--- config.mk ---
export PLATFORM = sky130hd
export DESIGN_NAME = msg_router
export DESIGN_NICKNAME = d
export VERILOG_FILES = /design/src/rtl/router_pkg.sv /design/src/rtl/pipe_slice.sv /design/src/rtl/route_switch.sv /design/src/rtl/msg_router.sv
export SDC_FILE = /design/constraint.sdc
export NUM_CORES = 1
export LEC_CHECK = 0
export ABC_CLOCK_PERIOD_IN_PS = 9840
export BUFFER_PORTS_ARGS = -buffer_cell sky130_fd_sc_hd__buf_2
export CAP_MARGIN = 10
export CORE_ASPECT_RATIO = 1.75
export CORE_MARGIN = 10
export CORE_UTILIZATION = 25
export CTS_BUF_LIST = sky130_fd_sc_hd__clkbuf_8
export CTS_CLUSTER_DIAMETER = 60
export DETAILED_ROUTE_END_ITERATION = 7
export PLACE_DENSITY = 0.43
export SETUP_SLACK_MARGIN = 0.15
export SYNTH_ARGS = -nofsm -noshare
export SYNTH_HDL_FRONTEND = slang
export SYNTH_SLANG_ARGS = --single-unit
--- constraint.sdc ---
create_clock -name clk -period 9.84 [get_ports clk]
set_input_delay 0.492 -clock clk [delete_from_list [all_inputs] [get_ports clk]]
set_output_delay 0.492 -clock clk [all_outputs]
set_load 0.02 [all_outputs]
--- src/rtl/router_pkg.sv ---
package router_pkg;

  // ~~~~~~~~~~~~~~~~~~~~~~~~~~~~~~
  // Default sizes
  // ~~~~~~~~~~~~~~~~~~~~~~~~~~~~~~

  localparam int MSG_WIDTH_DEF = 32;  // Payload bits per message
  localparam int N_IN_DEF      = 4;   // Input ports
  localparam int N_OUT_DEF     = 4;   // Output ports

  // ~~~~~~~~~~~~~~~~~~~~~~~~~~~~~~
  // Route word fields
  // ~~~~~~~~~~~~~~~~~~~~~~~~~~~~~~

  // Route word layout, MSB first:
  //   [ input select | output select ]
  // A single port still gets a one bit field so the word never collapses

  // Width of the input select field
  function automatic int in_sel_w(input int n_in);
    int w;
    w = (n_in > 1) ? $clog2(n_in) : 1;
    return w;
  endfunction

  // Width of the output select field
  function automatic int out_sel_w(input int n_out);
    int w;
    w = (n_out > 1) ? $clog2(n_out) : 1;
    return w;
  endfunction

endpackage

--- src/rtl/pipe_slice.sv ---
`timescale 1ns/1ps

// One-entry register slice with valid/ready on both sides.
// Breaks the forward path (msg/val) with a register while ready stays
// combinational, so a full slice still accepts when its entry leaves

module pipe_slice #(
  parameter int WIDTH = router_pkg::MSG_WIDTH_DEF
) (
  input  logic             clk,
  input  logic             reset,

  // Upstream side
  input  logic [WIDTH-1:0] in_msg,
  input  logic             in_val,
  output logic             in_rdy,

  // Downstream side
  output logic [WIDTH-1:0] out_msg,
  output logic             out_val,
  input  logic             out_rdy
);

  // ~~~~~~~~~~~~~~~~~~~~~~~~~~~~~~
  // Storage
  // ~~~~~~~~~~~~~~~~~~~~~~~~~~~~~~

  logic [WIDTH-1:0] msg_q;  // Held message
  logic             full;   // Entry present
  logic             load;   // Upstream transfer this cycle
  logic             drain;  // Downstream transfer this cycle

  // ~~~~~~~~~~~~~~~~~~~~~~~~~~~~~~
  // Handshake
  // ~~~~~~~~~~~~~~~~~~~~~~~~~~~~~~

  assign drain  = full & out_rdy;
  assign in_rdy = ~full | out_rdy;  // Room now, or room after this edge
  assign load   = in_val & in_rdy;

  // Full flag
  always_ff @(posedge clk) begin
    if (reset) begin
      full <= 1'b0;
    end else if (load) begin
      full <= 1'b1;             // New entry replaces or fills
    end else if (drain) begin
      full <= 1'b0;
    end
  end

  // Payload register, only written on accept
  always_ff @(posedge clk) begin
    if (load) begin
      msg_q <= in_msg;
    end
  end

  // ~~~~~~~~~~~~~~~~~~~~~~~~~~~~~~
  // Outputs
  // ~~~~~~~~~~~~~~~~~~~~~~~~~~~~~~

  assign out_msg = msg_q;
  assign out_val = full;

endmodule

--- src/rtl/route_switch.sv ---
`timescale 1ns/1ps

// Route register plus a single-path crossbar.
// One input is steered to one output; every other port sits idle.
// The two override pins from the serial bridge pull a select to port 0

module route_switch #(
  parameter  int MSG_WIDTH = router_pkg::MSG_WIDTH_DEF,
  parameter  int N_IN      = router_pkg::N_IN_DEF,
  parameter  int N_OUT     = router_pkg::N_OUT_DEF,
  localparam int IN_W      = router_pkg::in_sel_w(N_IN),
  localparam int OUT_W     = router_pkg::out_sel_w(N_OUT),
  localparam int ROUTE_W   = IN_W + OUT_W
) (
  input  logic                 clk,
  input  logic                 reset,

  // From the input slices
  input  logic [MSG_WIDTH-1:0] in_msg[N_IN],
  input  logic                 in_val[N_IN],
  output logic                 in_rdy[N_IN],

  // To the output slices
  output logic [MSG_WIDTH-1:0] out_msg[N_OUT],
  output logic                 out_val[N_OUT],
  input  logic                 out_rdy[N_OUT],

  // Route configuration
  input  logic [ROUTE_W-1:0]   route,
  input  logic                 route_val,
  output logic                 route_rdy,

  // Maintenance overrides
  input  logic                 input_spi,
  input  logic                 output_spi
);

  // ~~~~~~~~~~~~~~~~~~~~~~~~~~~~~~
  // Route register
  // ~~~~~~~~~~~~~~~~~~~~~~~~~~~~~~

  logic [ROUTE_W-1:0] route_q;

  // Always accepting, a write takes effect from the next edge
  assign route_rdy = 1'b1;

  always_ff @(posedge clk) begin
    if (reset) begin
      route_q <= '0;  // Input 0 to output 0
    end else if (route_val) begin
      route_q <= route;
    end
  end

  // ~~~~~~~~~~~~~~~~~~~~~~~~~~~~~~
  // Select decode
  // ~~~~~~~~~~~~~~~~~~~~~~~~~~~~~~

  logic [IN_W-1:0]  route_in_sel;   // Stored input field
  logic [OUT_W-1:0] route_out_sel;  // Stored output field
  logic [IN_W-1:0]  in_sel;         // Effective input select
  logic [OUT_W-1:0] out_sel;        // Effective output select

  assign route_in_sel  = route_q[ROUTE_W-1 -: IN_W];  // Upper field
  assign route_out_sel = route_q[OUT_W-1:0];          // Lower field

  // Overrides act in the same cycle and are independent of each other
  assign in_sel  = input_spi  ? '0 : route_in_sel;
  assign out_sel = output_spi ? '0 : route_out_sel;

  // ~~~~~~~~~~~~~~~~~~~~~~~~~~~~~~
  // Crossbar
  // ~~~~~~~~~~~~~~~~~~~~~~~~~~~~~~

  logic [MSG_WIDTH-1:0] sel_msg;  // Message of the chosen input
  logic                 sel_val;  // Valid of the chosen input
  logic                 sel_rdy;  // Ready of the chosen output

  // Input mux, a select past the last port gives no path
  always_comb begin
    sel_msg = '0;
    sel_val = 1'b0;
    for (int i = 0; i < N_IN; i++) begin
      if (int'(in_sel) == i) begin
        sel_msg = in_msg[i];
        sel_val = in_val[i];
      end
    end
  end

  // Ready mux from the chosen output
  always_comb begin
    sel_rdy = 1'b0;
    for (int o = 0; o < N_OUT; o++) begin
      if (int'(out_sel) == o) begin
        sel_rdy = out_rdy[o];
      end
    end
  end

  // Forward steering; idle outputs carry zero
  always_comb begin
    for (int o = 0; o < N_OUT; o++) begin
      if (int'(out_sel) == o) begin
        out_msg[o] = sel_msg;
        out_val[o] = sel_val;
      end else begin
        out_msg[o] = '0;
        out_val[o] = 1'b0;
      end
    end
  end

  // Backward steering of ready
  always_comb begin
    for (int i = 0; i < N_IN; i++) begin
      in_rdy[i] = (int'(in_sel) == i) ? sel_rdy : 1'b0;
    end
  end

endmodule

--- src/rtl/msg_router.sv ---
`timescale 1ns/1ps

// Message router top.
// recv ports -> input slices -> route switch -> output slices -> send ports.
// Zero back-pressure latency from recv accept to send_val is two cycles

module msg_router #(
  parameter  int MSG_WIDTH = router_pkg::MSG_WIDTH_DEF,
  parameter  int N_IN      = router_pkg::N_IN_DEF,
  parameter  int N_OUT     = router_pkg::N_OUT_DEF,
  localparam int ROUTE_W   = router_pkg::in_sel_w(N_IN) + router_pkg::out_sel_w(N_OUT)
) (
  input  logic                 clk,
  input  logic                 reset,

  // Outside inputs
  input  logic [MSG_WIDTH-1:0] recv_msg[N_IN],
  input  logic                 recv_val[N_IN],
  output logic                 recv_rdy[N_IN],

  // Outside outputs
  output logic [MSG_WIDTH-1:0] send_msg[N_OUT],
  output logic                 send_val[N_OUT],
  input  logic                 send_rdy[N_OUT],

  // Route word, input select in the upper field
  input  logic [ROUTE_W-1:0]   route,
  input  logic                 route_val,
  output logic                 route_rdy,

  // Serial bridge overrides
  input  logic                 input_spi,
  input  logic                 output_spi
);

  // ~~~~~~~~~~~~~~~~~~~~~~~~~~~~~~
  // Internal wires
  // ~~~~~~~~~~~~~~~~~~~~~~~~~~~~~~

  // Input slices to switch
  logic [MSG_WIDTH-1:0] sw_in_msg[N_IN];
  logic                 sw_in_val[N_IN];
  logic                 sw_in_rdy[N_IN];

  // Switch to output slices
  logic [MSG_WIDTH-1:0] sw_out_msg[N_OUT];
  logic                 sw_out_val[N_OUT];
  logic                 sw_out_rdy[N_OUT];

  // ~~~~~~~~~~~~~~~~~~~~~~~~~~~~~~
  // Input side
  // ~~~~~~~~~~~~~~~~~~~~~~~~~~~~~~

  for (genvar i = 0; i < N_IN; i++) begin : g_in
    pipe_slice #(
      .WIDTH (MSG_WIDTH)
    ) u_in_slice (
      .clk     (clk),
      .reset   (reset),
      .in_msg  (recv_msg[i]),
      .in_val  (recv_val[i]),
      .in_rdy  (recv_rdy[i]),
      .out_msg (sw_in_msg[i]),
      .out_val (sw_in_val[i]),
      .out_rdy (sw_in_rdy[i])
    );
  end

  // ~~~~~~~~~~~~~~~~~~~~~~~~~~~~~~
  // Route switch
  // ~~~~~~~~~~~~~~~~~~~~~~~~~~~~~~

  route_switch #(
    .MSG_WIDTH (MSG_WIDTH),
    .N_IN      (N_IN),
    .N_OUT     (N_OUT)
  ) u_switch (
    .clk        (clk),
    .reset      (reset),
    .in_msg     (sw_in_msg),
    .in_val     (sw_in_val),
    .in_rdy     (sw_in_rdy),
    .out_msg    (sw_out_msg),
    .out_val    (sw_out_val),
    .out_rdy    (sw_out_rdy),
    .route      (route),
    .route_val  (route_val),
    .route_rdy  (route_rdy),
    .input_spi  (input_spi),   // Forces input 0
    .output_spi (output_spi)   // Forces output 0
  );

  // ~~~~~~~~~~~~~~~~~~~~~~~~~~~~~~
  // Output side
  // ~~~~~~~~~~~~~~~~~~~~~~~~~~~~~~

  for (genvar o = 0; o < N_OUT; o++) begin : g_out
    pipe_slice #(
      .WIDTH (MSG_WIDTH)
    ) u_out_slice (
      .clk     (clk),
      .reset   (reset),
      .in_msg  (sw_out_msg[o]),
      .in_val  (sw_out_val[o]),
      .in_rdy  (sw_out_rdy[o]),
      .out_msg (send_msg[o]),
      .out_val (send_val[o]),
      .out_rdy (send_rdy[o])
    );
  end

endmodule

==> results.md <==
Status:
- The run finished with clean final reports.

Hold path:
- The class of the worst hold path is in2reg.
- For hold timing, the worst endpoint is g_in[1].u_in_slice.out_msg[28].
- The origin of the worst min-delay path is recv_msg[92].
- Along the worst hold path, the cell count comes to 1.

Setup path:
- The data required time of the critical path is 10020 ps.
- The number of cells on the worst reg-to-reg path is 5.
- The worst setup path is launched from a flip-flop.
- STA classifies the critical path endpoint as a flip-flop.
- The slowest cell on the critical path is nor2_4.
- In this run the critical register-to-register path is captured at g_out[0].u_out_slice.out_msg[11].
- The maximum net fanout on the critical path is 55.
- Data on the critical path arrives at its endpoint at 3690 ps.
- The worst register-to-register path begins at u_switch.route_q[2].
- The worst setup path is of the reg2reg kind.
- The largest single stage delay on the critical path is 810 ps.
- The signal on the critical path passes through buf_4, mux2i_1, a2bb2oi_1, o221ai_1, nor2_4.
- The flop-to-flop setup slack is 6320 ps.

Drt:
- In the routed layout, each cell is associated on average with a via count of 4.14.
- The remaining antenna violation count after routing is 0.
- The detailed router finished its first iteration with 535 violations.
- The routed via count is 6702.
- In the routed design, unresolved DRC markers number 0.
- After detailed routing, the average wire length per cell comes to 20.2 um.
- The final layout contains routed wiring with a total length of 32600 um.
- The iteration count of the initial detailed-routing pass is 5.

Power:
- The power density over cell area is 189 mW/mm^2.
- Power comes to 2500 uW.
- Summed over all cells, the static leakage comes to 0.00467 uW.
- The worst-case IR drop observed on VDD is 0.0867 mV.

Clock network:
- The number of setup buffers added after CTS is 0.
- The number of buffers inserted for hold repair after clock tree synthesis is 0.
- The number of clock sinks is 268.
- The clock root buffer is clkbuf_8.
- After clock tree synthesis, the repair step resized 0 gates.
- The clock input transition at the sequential cells of the worst setup and hold paths is 80 ps.
- The number of levels in the clock H-tree is 2.
- The clock tree from TritonCTS is built.
- The number of buffers on the longest clock path is 3.
- For the worst-skew pair, the clock arrives at the later sink with an insertion delay of 560 ps.
- The number of buffers inserted during clock tree synthesis is 44.

Floorplan:
- The width of the die is 174 um.
- The area enclosed by the die boundary is 0.0502 mm^2.
- The core region is 0.0410 mm^2.
- The die is 289 um tall.
- The number of standard-cell rows in the floorplan is 98.
- In this run the count of I/O pins placed on the die edge is 282.
- Once the floorplan was initialized, standard cells occupied 25.3% of the core.

Placement:
- Once detailed placement completed, the half-perimeter wirelength came to 23900 um.
- The count of placed standard cells including taps is 1536.
- Input and output buffers added on the ports amount to 280.
- The weighted congestion at the end of routability-driven global placement is 0.812.

Final layout:
- The count of filler cells inserted in the layout is 4184.
- The area added between synthesis and finish is 27.6%.
- Leaving out fill and tap cells, the most frequent cells in the layout are 280 x buf_2, 256 x edfxtp_1, 205 x nor2_1.
- The layout net count is 1177.
- Cells with a size suffix above 1 make up 34.2% of the layout.
- The non-filler instance count after layout is 1618.
- Leaving out fill and tap cells, the most frequent cell in the layout is buf_2.

Timing:
- The final count of negative-setup-slack endpoints is 0.
- Of the available clock period, the critical path in the final layout requires 35.7%.
- The number of endpoints with negative hold slack in the final report came to 0.
- For the pin with the worst max-slew slack, the measured transition is 1020 ps.
- For this run, the top clock speed supported by timing is 284 MHz.
- Setup repair after global routing left no endpoint under its margin.
- The relative max-transition margin is 32.0%.
- After routing, the total negative slack on setup checks comes to 0 ps.
- The clock arrives with 14.5 ps of skew.
- The minimum period implied by the final worst setup slack is 3520 ps.
- The number of max-slew violations in the final report is 0.

Synthesis:
- The number of standard cells after synthesis is 748.
- The per-instance average area after synthesis is 13.8 um^2.
- The total number of yosys warnings is 0.
- The post-synthesis instance area is 0.0103 mm^2.
- Synthesis instantiated 34 different standard cells from the library.
- The sequential-to-total area share from yosys stat is 76.6%.
- The synthesized net count is 893.
- Synthesis inferred 268 register bits.

Run:
- Across the run, the number of max-cap violations was 0.

GRT:
- Summed over all layers, the global routing overflow is 0.
- The first global-routing pass estimated 46900 um of wire.
- The via count of the first global-routing pass came to 7379.
- The total track usage is 12.5%.
- The maximum number of pins on one net before global-route repair is 75.
- The initial antenna violation count came to 5.
## sequential cells by signal (all words and copies together), names as in the netlist
| signal | cells |
|---|---|
| g_in.u_in_slice.out_msg | 128 |
| g_out.u_out_slice.out_val | 4 |
| g_in.u_in_slice.out_val | 4 |
| g_out.u_out_slice.out_msg | 128 |
| u_switch.route_q | 4 |
## per-layer routing
layer / vias up / GRT usage, % / wire, um
li1: 3238 / - / -
met1: 3111 / 13.2 / 12200
met2: 279 / 22.9 / 17200
met3: 70 / 3.08 / 1980
met4: 4 / 6.00 / 1240
met5: - / 0 / 34
## how the worst max path moves through the flow
stage	startpoint	to	slack [ps]	cells past startpoint
after floorplan	output_spi	g_in[3].u_in_slice.out_msg[0]	5500	5
after global placement	u_switch.route_q[2]	g_out[3].u_out_slice.out_msg[11]	6340	5
after detailed placement	u_switch.route_q[2]	g_out[0].u_out_slice.out_msg[15]	6280	5
after CTS	u_switch.route_q[2]	g_out[0].u_out_slice.out_msg[14]	6250	5
after global routing	u_switch.route_q[2]	g_out[0].u_out_slice.out_msg[10]	5990	5
final	u_switch.route_q[2]	g_out[0].u_out_slice.out_msg[11]	6320	5
## stage by stage
stage | utilization, % | setup slack (ps) | hold WS (ps) | area (um^2)
finish | 32.2 | 6320 | 106 | 13200
global route | 32.2 | 5990 | 56.3 | 13200
CTS | 32.2 | 6250 | 48.1 | 13200
detailed placement | 30.2 | 6280 | 567 | 12400
global placement | 30.2 | 6340 | 570 | 12400
floorplan | - | 5500 | 494 | 10300
## cell usage after synthesis, drive strengths merged
master | count | area (um^2)
a21boi | 2 | 15.0
edfxtp | 256 | 7690
or3b | 1 | 8.76
o21bai | 1 | 7.51
mux2i | 37 | 370
o31ai | 2 | 15.0
a21oi | 68 | 340
a2bb2oi | 1 | 8.76
dfxtp | 12 | 240
o22ai | 2 | 12.5
nor2 | 210 | 788
conb | 1 | 3.75
a222oi | 1 | 10.0
buf | 18 | 110
nor2b | 38 | 238
and3b | 1 | 8.76
o41a | 3 | 35.0
o21ai | 33 | 165
o211ai | 3 | 22.5
nand3b | 1 | 7.51
nand3 | 2 | 10.0
nand2b | 3 | 18.8
o221ai | 1 | 8.76
nand4 | 1 | 6.26
inv | 7 | 26.3
a311oi | 1 | 8.76
clkbuf | 35 | 131
nor3b | 2 | 15.0
or3 | 1 | 6.26
nand2 | 4 | 17.5
## layout make-up
class                   count  area [um^2]  area share [%]
diodes                      2         5.00          0.0379
clock buffers              45          619            4.69
clock inverters            35          209            1.58
inverters                   7         26.3           0.199
multi-input cells         420         2240            17.0
flip-flops and latches    268         7930            60.1
well taps                 550          688            5.21
repair buffers            291         1480            11.2
## report_power, final
part	switching (uW)	internal [uW]	leakage [uW]
Clock	459	481	0.000462
Sequential	27.0	1310	0.00234
Combinational	150	70.9	0.00187
Total	635	1870	0.00467
## cells by family (layout without fill, tap and decap cells)
logic type / after synthesis / in the layout / synth area share, %
buffers and inverters: 60 / 378 / 2.59
and+or+nand+nor: 264 / 264 / 10.9
other: 1 / 3 / 0.0363
DFF: 268 / 268 / 76.6
AOI/OAI and AO/OA: 118 / 118 / 6.28
muxes: 37 / 37 / 3.58
## worst max-delay path, delay by kind of cell, from the launching register on
kind	cells	cell delay, ps
mux	1	160
flops	1	780
buf+inv	1	640
compound gates	2	640
simple gates	1	810
Note: power is estimated with default switching activity, not from simulation.
